File: src/l2_axi_pkg.sv
//------------------------------------------------------------
// 32-bit data only; bursts are INCR and one word per beat
//------------------------------------------------------------
`default_nettype none

package l2_axi_pkg;

    typedef logic [31:0] addr_t;
    typedef logic [31:0] data_t;
    typedef logic [3:0]  strb_t;
    typedef logic [7:0]  len_t;   // beats minus one
    typedef logic [2:0]  size_t;
    typedef logic [1:0]  resp_t;

    localparam resp_t RESP_OKAY   = 2'b00;
    localparam resp_t RESP_SLVERR = 2'b10;
    localparam resp_t RESP_DECERR = 2'b11;

    localparam logic [1:0] BURST_INCR = 2'b01;

    // handed to the L2 for a failed read beat
    localparam data_t ERR_WORD = 32'hABCD_1234;

    localparam int    MEM_WORDS = 256;
    localparam int    MEM_IDX_W = $clog2(MEM_WORDS); // byte addr bits 9..2
    localparam addr_t ERR_BASE  = 32'h8000_0000;

    typedef struct packed {
        addr_t addr;
        len_t  len;
        size_t size;
    } l2_rd_req_t;

    typedef struct packed {
        addr_t addr;
        len_t  len;
        size_t size;
    } l2_wr_req_t;

    typedef struct packed {
        data_t data;
        strb_t strb;
        logic  last;
    } l2_wr_beat_t;

    typedef struct packed {
        addr_t      addr;
        len_t       len;
        size_t      size;
        logic [1:0] burst;
    } axi_ar_t;

    typedef axi_ar_t axi_aw_t;

    typedef struct packed {
        data_t data;
        strb_t strb;
        logic  last;
    } axi_w_t;

    typedef struct packed {
        data_t data;
        resp_t resp;
        logic  last;
    } axi_r_t;

endpackage

`default_nettype wire
File: src/l2_axi_read_channel.sv
//------------------------------------------------------------
// one burst in flight; l2_rd_req must stay stable up to the
// beat with l2_rlast, and the L2 takes every beat offered
//------------------------------------------------------------
`default_nettype none

module l2_axi_read_channel (
    input  logic                   clk,
    input  logic                   rstn,
    // L2 side
    input  logic                   l2_rvalid,
    input  l2_axi_pkg::l2_rd_req_t l2_rd_req,
    output logic                   l2_raddr_ok,
    output logic                   l2_rready,
    output logic                   l2_rlast,
    output l2_axi_pkg::data_t      l2_rdata,
    // AXI AR
    output l2_axi_pkg::axi_ar_t    ar,
    output logic                   arvalid,
    input  logic                   arready,
    // AXI R
    input  l2_axi_pkg::axi_r_t     r,
    input  logic                   rvalid,
    output logic                   rready
);

    import l2_axi_pkg::*;

    typedef enum logic [1:0] {
        RD_IDLE,
        RD_ADDR,
        RD_DATA
    } rd_state_e;

    rd_state_e state;
    rd_state_e state_nxt;
    logic      addr_ok_q;
    logic      beat;
    logic      beat_err;

    assign beat     = (state == RD_DATA) && rvalid;
    assign beat_err = (r.resp == RESP_SLVERR) || (r.resp == RESP_DECERR);

    always_ff @(posedge clk) begin
        if (!rstn) begin
            state     <= RD_IDLE;
            addr_ok_q <= 1'b0;
        end else begin
            state     <= state_nxt;
            addr_ok_q <= (state == RD_ADDR) && arready; // one-cycle pulse
        end
    end

    always_comb begin
        state_nxt = state;
        case (state)
            RD_IDLE: begin
                if (l2_rvalid) state_nxt = RD_ADDR;
            end
            RD_ADDR: begin
                if (arready) state_nxt = RD_DATA;
            end
            RD_DATA: begin
                if (rvalid && r.last) state_nxt = RD_IDLE;
            end
            default: state_nxt = RD_IDLE;
        endcase
    end

    // request is held by the L2, so the payload is stable under arvalid
    assign ar = '{
        addr:  l2_rd_req.addr,
        len:   l2_rd_req.len,
        size:  l2_rd_req.size,
        burst: BURST_INCR
    };
    assign arvalid = (state == RD_ADDR);

    // L2 never stalls the data phase
    assign rready = (state == RD_DATA);

    assign l2_raddr_ok = addr_ok_q;
    assign l2_rready   = beat;
    assign l2_rlast    = beat && r.last;
    assign l2_rdata    = beat_err ? ERR_WORD : r.data; // keep beat, swap data

endmodule

`default_nettype wire

File: config.mk
export PLATFORM = sky130hd
export DESIGN_NAME = l2_axi_read_channel
export DESIGN_NICKNAME = d
export VERILOG_FILES = /design/src/l2_axi_pkg.sv /design/src/l2_axi_read_channel.sv
export SDC_FILE = /design/constraint.sdc
export NUM_CORES = 1
export LEC_CHECK = 0
export BUFFER_PORTS_ARGS = -buffer_cell sky130_fd_sc_hd__clkbuf_2
export CORE_AREA = 2 2 65 67
export CTS_CLUSTER_SIZE = 28
export DETAILED_ROUTE_END_ITERATION = 7
export DIE_AREA = 0 0 67 69
export PLACE_DENSITY = 0.67
export SLEW_MARGIN = 20
export SYNTH_ARGS = -nofsm -noshare
export SYNTH_HDL_FRONTEND = slang
export SYNTH_SLANG_ARGS = --single-unit
export TNS_END_PERCENT = 10
File: constraint.sdc
create_clock -name clk -period 1.4 [get_ports clk]
set_clock_uncertainty 0.1 [all_clocks]
set_input_delay 0.28 -clock clk [delete_from_list [all_inputs] [get_ports clk]]
set_output_delay 0.28 -clock clk [all_outputs]
set_load 0.05 [all_outputs]
==> metrics.md, run 1 <==
| Metric | Value |
|---|---|
| I/O pins | 165 |
| WL per Instance | 11.4 um |
| Register area share after synthesis | 0.0850 |
| Synth area leaders | buf_4 (48%), nor2b_1 (15%), or2_1 (13%) |
| First-pass GRT wire length | 2980 um |
| Die height | 69 um |
| Cell depth of the worst setup path | 3 |
| Area grow syn2layout | 42.5% |
| CP max FO | 4 |
| Placed cell count | 176 |
| Max-slew violation count | 0 |
| Cells after Synth | 98 |
| Final Hold Fails | 0 |
| Hold Path End | state[1]$_SDFFE_PN0P_ |
| Non-filler cells, final | 181 |
| Die area | 4620 sq um |
| Top delay family on crit path | simple AND/OR/NAND/NOR gates |
| Distinct cells, synth | 18 |
| Number of I/O port buffers | 75 |
| Tcrit/Tclk final | 1.02 |
| Max IR drop VDD | 0.216 mV |
| Total Routed Length | 2070 um |
| Max-Cap Viols | 0 |
| Cell Rows | 23 |
| PwrDens | 756 nW/um^2 |
| Worst R2R Setup Slack | 0.46 ns |
| Yosys top cell by area | buf_4 |
| Worst R2R Path Depth | 3 |
| Initial antenna violation count | 0 |
| Crit-path slowest cell | dfxtp_2 |
| Crit path buffers/inverters | 1 |
| Routed vias | 661 |
| Ant. Diodes | 0 |
| Critical Path RT | 1.02 ns |
| Ys async rst share | 0 |
| Drc violations | 0 |
| Fraction of layout cells with a size suffix above 1 | 0.656 |
| Setup violations, final | 1 |
| Starting Density | 0.181 |
| Clk root buf | clkbuf_8 |
| Cts hold-fix bufs | 0 |
| Core area | 3910 sq um |
| Clock transition at path regs | 0.03 ns |
| Post-route cell area | 1010 sq um |
| Synth Cell Area | 707 sq um |
| CTS tree | done |
| CP Cell Sequence | nor2b_4, and3_4, clkbuf_16 |
| Max H-tree Level | 1 |
| ANT nets after route | 0 |
| #FFs+latches synth | 3 |
| Total GRT Usage | 0.0838 |
| Crit-path max cell delay | 0.32 ns |
| Leakage power | 0.525 nW |
| Mean Syn Cell Area | 7.21 sq um |
| Final worst setup slack | -0.0233 ns |
| Worst Hold Class | primary input to flop |
| Sink Count | 3 |
| DRT Pass-1 Iters | 4 |
| Vias in the first global route | 678 |
| Syn_nets | 181 |
| Yosys warns | 0 |
| Startpoint Class | flop |
| Total negative setup slack | -0.0233 ns |
| TritonCTS Buffers | 3 |
| Hold_sp | rstn |
| F_max | 0.703 GHz |
| Vias/cell | 3.65 |
| Most common flop cell mapped by yosys | dfxtp_1 |
| Initial drt markers | 6 |
| Clock buffer depth | 2 |
| Post-synth top area share | 0.478 |
| Worst r2r src | state[1]$_SDFFE_PN0P_ |
| NumNets Final | 215 |
| Die width | 67 um |
| Final min period | 1.42 ns |
| Largest net degree at the start of global routing | 33 |
| GPL Wtd Cong | 0.659 |
| Clock Latency Late Sink | 0.21 ns |
| Number of enable flip-flop cells after synthesis | 0 |
| CP arrival | 1.04 ns |
| WS Path Type | flop to output port |
| Critical Path End Type | output port |
| Area after DPL | 918 sq um |
| RSZ-0062 raised after global routing | yes |
| Hold Crit Depth | 2 |
| Status | finished with violations |
| GR Overflow Total | 0 |
| WHS | 0.190 ns |
| Reg-to-Reg End | state[1]$_SDFFE_PN0P_ |
| Failing checks | negative setup slack |
-- timing repair --
| item | 4_1_cts | 5_1_grt |
|---|---|---|
| gates resized for setup | 8 | 9 |
| buffers inserted | 1 | 0 |
| gates cloned | 0 | 0 |
| pin swaps | 1 | 0 |
| setup endpoints to repair | 4 | 10 |
| hold endpoints to repair | 0 | 0 |
-- worst max path at each step --
| stage | slack (ns) | endpoint | startpoint |
|---|---|---|---|
| floorplan | -0.12 | l2_rdata[10] | r[2] |
| CTS | -0.03 | l2_rlast | state[1]$_SDFFE_PN0P_ |
| detailed placement | 0.01 | l2_rdata[29] | r[2] |
| global route | -0.05 | l2_rlast | state[1]$_SDFFE_PN0P_ |
| global placement | 0.02 | l2_rdata[29] | r[2] |
| finish | -0.02 | l2_rlast | state[1]$_SDFFE_PN0P_ |
-- worst register-to-register path: cells and delay by family, from the launching register on --
kind	cells	cell delay, ns
flip-flops	1	0.31
AO/OA/AOI/OAI	2	0.29
AND/OR/NAND/NOR	1	0.13
-- routing by layer --
metal | up-vias | track usage | wire length [um]
met3 | 24 | 0.0571 | 376
met1 | 267 | 0.0672 | 632
met2 | 58 | 0.134 | 928
met4 | 0 | 0.0703 | 129
li1 | 312 | - | -
met5 | - | 0 | 0
-- state kept, by name, indices dropped and copies added (netlist names) --
| name | cells |
|---|---|
| state | 2 |
| l2_raddr_ok | 1 |
-- synthesized netlist by cell type (all sizes together), types with 2 or more instances --
master / count
dfxtp: 3
or2: 15
conb: 2
nor2: 3
nor2b: 18
buf: 47
-- layout make-up --
| cell class | count | area (sq um) |
|---|---|---|
| Multi-Input combinational cell | 46 | 295 |
| Clock buffer | 4 | 45.0 |
| Tap cell | 50 | 62.6 |
| Fill cell | 443 | 2910 |
| Timing Repair Buffer | 77 | 538 |
| Sequential cell | 3 | 62.6 |
| Inverter | 1 | 3.75 |
-- kinds of logic after synthesis --
logic type / share of synthesized area
and+or+nand+nor: 0.366
AOI/OAI and AO/OA: 0.0212
DFF: 0.0850
other: 0.0106
buffers and inverters: 0.503
muxes: 0.0142
-- layout by cell type (no fill, tap or decap) --
| master | count |
|---|---|
| nor2b_4 | 1 |
| buf_2 | 8 |
| and3_4 | 1 |
| conb_1 | 2 |
| clkbuf_8 | 3 |
| buf_12 | 8 |
| nand2b_1 | 1 |
| dfxtp_1 | 1 |
| clkbuf_2 | 58 |
| and2b_2 | 1 |
| nand2_1 | 1 |
| a21boi_1 | 1 |
| nor2_1 | 3 |
| o21a_1 | 1 |
| inv_1 | 1 |
| buf_4 | 1 |
| or2_1 | 15 |
| dfxtp_2 | 2 |
| nor2b_1 | 17 |
| clkbuf_16 | 1 |
| clkbuf_1 | 1 |
| and2_2 | 1 |
| buf_8 | 1 |
| mux2i_1 | 1 |
-- where the power goes --
part	internal, mW	switching, mW
logic	0.146	0.273
registers	0.0917	0.00496
clock network	0.194	0.0524
-- stage by stage --
step	util	setup slack, ns	power (mW)
after floorplan	-	-0.117	0.697
after global routing	0.257	-0.0512	0.796
after global placement	0.235	0.0194	0.512
after detailed placement	0.235	0.0117	0.513
after CTS	0.257	-0.0299	0.771
final	0.257	-0.0233	0.762
(Power assumes the default switching activity.)
==> run 2: changes to the inputs <==
--- a/config.mk
+++ b/config.mk
@@ -11,6 +11,8 @@
 export DETAILED_ROUTE_END_ITERATION = 7
 export DIE_AREA = 0 0 67 69
 export PLACE_DENSITY = 0.67
+export REMOVE_ABC_BUFFERS = 1
+export SETUP_SLACK_MARGIN = 0.5
 export SLEW_MARGIN = 20
 export SYNTH_ARGS = -nofsm -noshare
 export SYNTH_HDL_FRONTEND = slang
==> run 2 against run 1 <==
Compared with the run above:
- critical endpoint unchanged
- power increased by 27%
- maximum frequency is 1.8% higher
- flip-flop and latch count unchanged
- the flow now finishes without violations
==> metrics.md, run 2 (synthesized netlist as in run 1, its figures left out) <==
| Metric | Value |
|---|---|
| Setup violations, final | 0 (was 1) |
| TritonCTS Buffers | 3 (unchanged) |
| Final worst setup slack | 0.00128 ns (was -0.0233 ns) |
| Fraction of layout cells with a size suffix above 1 | 0.896 (was 0.656) |
| GR Overflow Total | 0 (unchanged) |
| Max reg flops | 2 (unchanged) |
| Sink Count | 3 (unchanged) |
| Biggest register | state (unchanged) |
| Vias in the first global route | 801 (was 678) |
| Crit-path max cell delay | 0.34 ns (was 0.32 ns) |
| Design Power | 0.968 mW (was 0.762 mW) |
| Placed cell count | 177 (was 176) |
| Startpoint Class | flop (unchanged) |
| WS Path Type | flop to output port (unchanged) |
| Number of I/O port buffers | 75 (unchanged) |
| Leakage power | 0.776 nW (was 0.525 nW) |
| Die area | 4620 sq um (unchanged) |
| Cell Rows | 23 (unchanged) |
| Clock buffer depth | 2 (unchanged) |
| Die width | 67 um (unchanged) |
| Total Routed Length | 4950 um (was 2070 um) |
| RSZ-0062 raised after global routing | yes (unchanged) |
| F_max | 0.715 GHz (was 0.703 GHz) |
| Crit-path slowest cell | dfxtp_4 (was dfxtp_2) |
| NumNets Final | 219 (was 215) |
| Non-filler cells, final | 185 (was 181) |
| Drc violations | 0 (unchanged) |
| Core area | 3910 sq um (unchanged) |
| Most frequent cells in the layout | clkbuf_2 (37), buf_8 (26), nor2b_4 (18), or2_4 (12), buf_12 (10) (was clkbuf_2 (58), nor2b_1 (17), or2_1 (15), buf_2 (8), buf_12 (8)) |
| PwrDens | 622 nW/um^2 (was 756 nW/um^2) |
| Routed vias | 788 (was 661) |
| Worst Hold Class | primary input to flop (unchanged) |
| DRT Pass-1 Iters | 4 (unchanged) |
| Vias/cell | 4.26 (was 3.65) |
| Status | completed (was finished with violations) |
| Clk root buf | clkbuf_8 (unchanged) |
| Critical Path RT | 1.02 ns (about the same) |
| Cts hold-fix bufs | 0 (unchanged) |
| Initial antenna violation count | 0 (unchanged) |
| Fillers | 383 (was 443) |
| Starting Density | 0.181 (unchanged) |
| WL per Instance | 26.7 um (was 11.4 um) |
| Place WS | 0.0205 ns (was 0.0117 ns) |
| Detail Placement HPWL | 3920 um |
| ANT nets after route | 0 (unchanged) |
| Max IR drop VDD | 0.646 mV (was 0.216 mV) |
| I/O pins | 165 (unchanged) |
| GPL Wtd Cong | 0.681 (was 0.659) |
| Post-route cell area | 1560 sq um (was 1010 sq um) |
| Area after DPL | 941 sq um (was 918 sq um) |
| Total GRT Usage | 0.191 (was 0.0838) |
| Seq. cell area | 66.3 sq um (was 62.6 sq um) |
| Top delay family on crit path | flip-flops (was simple AND/OR/NAND/NOR gates) |
| Ant. Diodes | 0 (unchanged) |
| CP arrival | 1.02 ns (was 1.04 ns) |
| Max-Cap Viols | 0 (unchanged) |
| First-pass GRT wire length | 6000 um (was 2980 um) |
| Tcrit/Tclk final | 0.999 (was 1.02) |
| Clock Latency Late Sink | 0.21 ns (about the same) |
| Commonest non-fill, non-tap cell in the layout | clkbuf_2 (unchanged) |
| Initial drt markers | 18 (was 6) |
| Die height | 69 um (unchanged) |
| CP Cell Sequence | nor2b_4, and3_4, clkbuf_16 (unchanged) |
| Max-slew violation count | 0 (unchanged) |
| Largest net degree at the start of global routing | 33 (unchanged) |
| Final min period | 1.40 ns (was 1.42 ns) |
| Critical Path End Type | output port (unchanged) |
| Area grow syn2layout | 120% (was 42.5%) |
| Clock transition at path regs | 0.03 ns (about the same) |
| Crit path buffers/inverters | 1 (unchanged) |
| Max H-tree Level | 1 (unchanged) |
| CP max FO | 3 (was 4) |
| CTS tree | done (unchanged) |
| Footprint of the multi-input gates | 455 sq um (was 295 sq um) |
| Final Hold Fails | 0 (unchanged) |
run 2: changes by cell type in the layout (fill, tap and decap cells not counted), sizes merged:
| cell | before | now |
|---|---|---|
| buf | 18 | 39 |
| clkbuf | 63 | 46 |
run 2: path summary, 6_finish.rpt:
kind,from,endpoint,slack [ns],cells past startpoint
worst min-delay path,rstn,state[1]$_SDFFE_PN0P_,0.19,2
worst min register to register,state[0]$_SDFFE_PN0P_,l2_raddr_ok$_SDFF_PN0_,0.50,3
worst max register to register,state[1]$_SDFFE_PN0P_,state[1]$_SDFFE_PN0P_,0.36,4
worst max-delay path,state[0]$_SDFFE_PN0P_,l2_rlast,0.001,3
run 2: layer usage:
metal | part of all wire | GRT usage | wire length [um]
met1 | 0.29 | 0.164 | 1410
met2 | 0.44 | 0.275 | 2200
met3 | 0.25 | 0.246 | 1250
met4 | 0.012 | 0.0204 | 60
met5 | 0.0067 | 0.0875 | 33
run 2: cell type report:
type | instances | area share
inverter | 1 | 0.00241
multi-input combinational | 46 | 0.293
tap | 50 | 0.0402
timing repair buffer | 81 | 0.593
clock buffer | 4 | 0.0289
sequential | 3 | 0.0426
run 2: power breakdown:
group          internal, mW  switching (mW)  leakage (nW)  total, mW
logic                 0.298           0.322         0.727      0.621
clock network         0.194          0.0577        0.0228      0.252
registers            0.0912         0.00408        0.0261     0.0952
total                 0.583           0.384         0.776      0.968
run 2: timing repair:
| action | CTS | global route |
|---|---|---|
| pin swaps | 16 | 16 |
| gates resized for setup | 94 | 46 |
| cloned | 0 | 2 |
| setup buffers | 1 | 1 |
| endpoints found under the setup margin | 39 | 39 |
run 2: per-stage QoR:
stage	setup TNS (ns)	utilization	hold WS, ns
finish	0	0.398	0.185
global route	-0.0776	0.398	0.204
CTS	-0.0462	0.362	0.185
detailed placement	0	0.240	0.406
global placement	0	0.240	0.403
floorplan	-0.0865	-	0.297
==> run 3: changes to the inputs <==
==> constraint.sdc (replaced) <==
create_clock -name clk -period 1.4 [get_ports clk]
set_clock_uncertainty 0.1 [all_clocks]
set_input_delay 0.28 -clock clk [delete_from_list [all_inputs] [get_ports clk]]
set_output_delay 0.28 -clock clk [all_outputs]
set_load 0.005 [all_outputs]
==> run 3 against run 2 <==
Compared with the run above:
- global-route usage decreased by 2.0 points
- core utilization shrank 17 points
- clock-buffer cell count is the same
- sequential power hardly changed
- maximum frequency grew 3.8%
- worst hold slack worse by 0.0032 ns
- critical path depth is the same
- flip-flop and latch count unchanged
- register-to-register slack got worse by 0.02 ns
- design area is 42% lower
- non-clock buffer count is 2 lower
- critical path type unchanged
- largest cell class unchanged
==> metrics.md, run 3 (synthesized netlist as in run 1, its figures left out) <==
| Metric | Value |
|---|---|
| PwrDens | 587 nW/um^2 (was 622 nW/um^2) |
| Initial antenna violation count | 1 (was 0) |
| Crit-path slowest cell | dfxtp_2 (was dfxtp_4) |
| CTS tree | done (unchanged) |
| Max-slew violation count | 0 (unchanged) |
| Status | completed (unchanged) |
| Critical Path End Type | output port (unchanged) |
| Number of I/O port buffers | 75 (unchanged) |
| Initial drt markers | 17 (was 18) |
| Worst R2R Path Depth | 4 (unchanged) |
| Max IR drop VDD | 0.564 mV (was 0.646 mV) |
| DRT Pass-1 Iters | 3 (was 4) |
| Commonest non-fill, non-tap cell in the layout | clkbuf_2 (unchanged) |
| Sink Count | 3 (unchanged) |
| Place WS | 0.148 ns (was 0.0205 ns) |
| Reg-to-Reg End | state[1]$_SDFFE_PN0P_ (unchanged) |
| First-pass GRT wire length | 5230 um (was 6000 um) |
| Area grow syn2layout | 28.3% (was 120%) |
| Starting Density | 0.181 (unchanged) |
| Ant. Diodes | 0 (unchanged) |
| Final min period | 1.35 ns (was 1.40 ns) |
| Hold Crit Depth | 2 (unchanged) |
| WS Path Type | flop to output port (unchanged) |
| Most frequent cells in the layout | clkbuf_2 (73), nor2b_1 (17), or2_1 (15) (was clkbuf_2 (37), buf_8 (26), nor2b_4 (18), or2_4 (12), buf_12 (10)) |
| Cell Rows | 23 (unchanged) |
| Clk root buf | clkbuf_8 (unchanged) |
| F_max | 0.742 GHz (was 0.715 GHz) |
| Total Routed Length | 4300 um (was 4950 um) |
| Setup violations, final | 0 (unchanged) |
| Critical Path RT | 1.02 ns (about the same) |
| Max reg flops | 2 (unchanged) |
| Die height | 69 um (unchanged) |
| Final Hold Fails | 0 (unchanged) |
| Worst r2r src | state[1]$_SDFFE_PN0P_ (unchanged) |
| Vias in the first global route | 633 (was 801) |
| CP max FO | 3 (unchanged) |
| Design Power | 0.533 mW (was 0.968 mW) |
| Tcrit/Tclk final | 0.962 (was 0.999) |
| RSZ-0062 raised after global routing | yes (unchanged) |
| Startpoint Class | flop (unchanged) |
| Vias/cell | 4.14 (was 4.26) |
| Hold_sp | rstn (unchanged) |
| CP Cell Sequence | nor2b_4, and3_4, buf_8 (was nor2b_4, and3_4, clkbuf_16) |
| Crit-path max cell delay | 0.32 ns (was 0.34 ns) |
| NumNets Final | 217 (was 219) |
| TritonCTS Buffers | 3 (unchanged) |
| ANT nets after route | 0 (unchanged) |
| Die width | 67 um (unchanged) |
| Cts hold-fix bufs | 0 (unchanged) |
| Fraction of layout cells with a size suffix above 1 | 0.662 (was 0.896) |
| Worst Hold Class | primary input to flop (unchanged) |
| Total GRT Usage | 0.171 (was 0.191) |
| GR Overflow Total | 0 (unchanged) |
| Total negative setup slack | 0 ns (unchanged) |
| Max-Cap Viols | 0 (unchanged) |
| Clock buffer depth | 2 (unchanged) |
| Max H-tree Level | 1 (unchanged) |
| Fillers | 452 (was 383) |
| Clock Latency Late Sink | 0.21 ns (about the same) |
| Routed vias | 757 (was 788) |
| Largest net degree at the start of global routing | 33 (unchanged) |
| Final core utilization | 0.232 (was 0.398) |
| Final worst setup slack | 0.0527 ns (was 0.00128 ns) |
| Core area | 3910 sq um (unchanged) |
| CP arrival | 0.97 ns (was 1.02 ns) |
| Hold Path End | state[1]$_SDFFE_PN0P_ (unchanged) |
| Biggest register | state (unchanged) |
| Clock transition at path regs | 0.03 ns (about the same) |
| Leakage power | 0.507 nW (was 0.776 nW) |
| Die area | 4620 sq um (unchanged) |
| I/O pins | 165 (unchanged) |
| GPL Wtd Cong | 0.681 (unchanged) |
| WL per Instance | 23.5 um (was 26.7 um) |
| Worst R2R Setup Slack | 0.34 ns (was 0.36 ns) |
| Drc violations | 0 (unchanged) |
## run 3: changes by cell type in the layout (fill, tap and decap cells not counted), moves of 5 or more
cell and delta:
nor2b_4 -17, clkbuf_16 -5, clkbuf_2 +36, or2_4 -12
nor2b_1 +17, or2_1 +12, buf_8 -25, buf_12 -9
## run 3: power breakdown
group / internal (mW) / leakage (nW) / switching (mW) / total [mW]
clock network: 0.194 / 0.0228 / 0.0551 / 0.249
registers: 0.0910 / 0.0256 / 0.00393 / 0.0949
logic: 0.116 / 0.458 / 0.0726 / 0.189
## run 3: routing by layer
layer | vias to the layer above | global-route usage | part of all wire
met5 | - | 0.0375 | 0.0093
met4 | 4 | 0.0204 | 0.0044
met3 | 6 | 0.258 | 0.31
met2 | 120 | 0.223 | 0.39
met1 | 311 | 0.148 | 0.28
li1 | 316 | - | -
## run 3: layout make-up
cell class	instances	area (sq um)	area share
timing repair buffer	79	434	0.479
clock buffer	4	45.0	0.0497
inverter	1	3.75	0.00414
tap	50	62.6	0.0690
multi-input combinational	46	297	0.327
sequential	3	65.1	0.0717
## run 3: how the worst max path moves through the flow
stage	slack, ns	endpoint	start	depth (start not counted)
3_3_place_gp	0.16	l2_rdata[23]	r[2]	4
5_1_grt	0.007	l2_rlast	state[1]$_SDFFE_PN0P_	3
4_1_cts	0.04	l2_rlast	state[1]$_SDFFE_PN0P_	3
6_report	0.05	l2_rlast	state[1]$_SDFFE_PN0P_	3
2_1_floorplan	0.35	l2_rlast	state[1]$_SDFFE_PN0P_	2
3_5_place_dp	0.15	l2_rdata[31]	r[2]	4
## run 3: critical path: cells and delay by family, from the launching register on
| kind | cells | cell delay, ns |
|---|---|---|
| flip-flops | 1 | 0.32 |
| AND/OR/NAND/NOR | 2 | 0.34 |
| buffers and inverters | 1 | 0.09 |
## run 3: timing repair
action | 4_1_cts | 5_1_grt
setup buffers | 3 | 0
gates resized for setup | 5 | 5
pin swaps | 1 | 2
endpoints found under the setup margin | 39 | 39
cloned | 0 | 0
## run 3: per-stage QoR
stage               std cells  hold WS (ns)  cell area, sq um
floorplan                  50         0.297               355
global placement          176         0.402               813
detailed placement        176         0.403               813
CTS                       183         0.179               898
global route              183         0.202               907
finish                    183         0.182               907
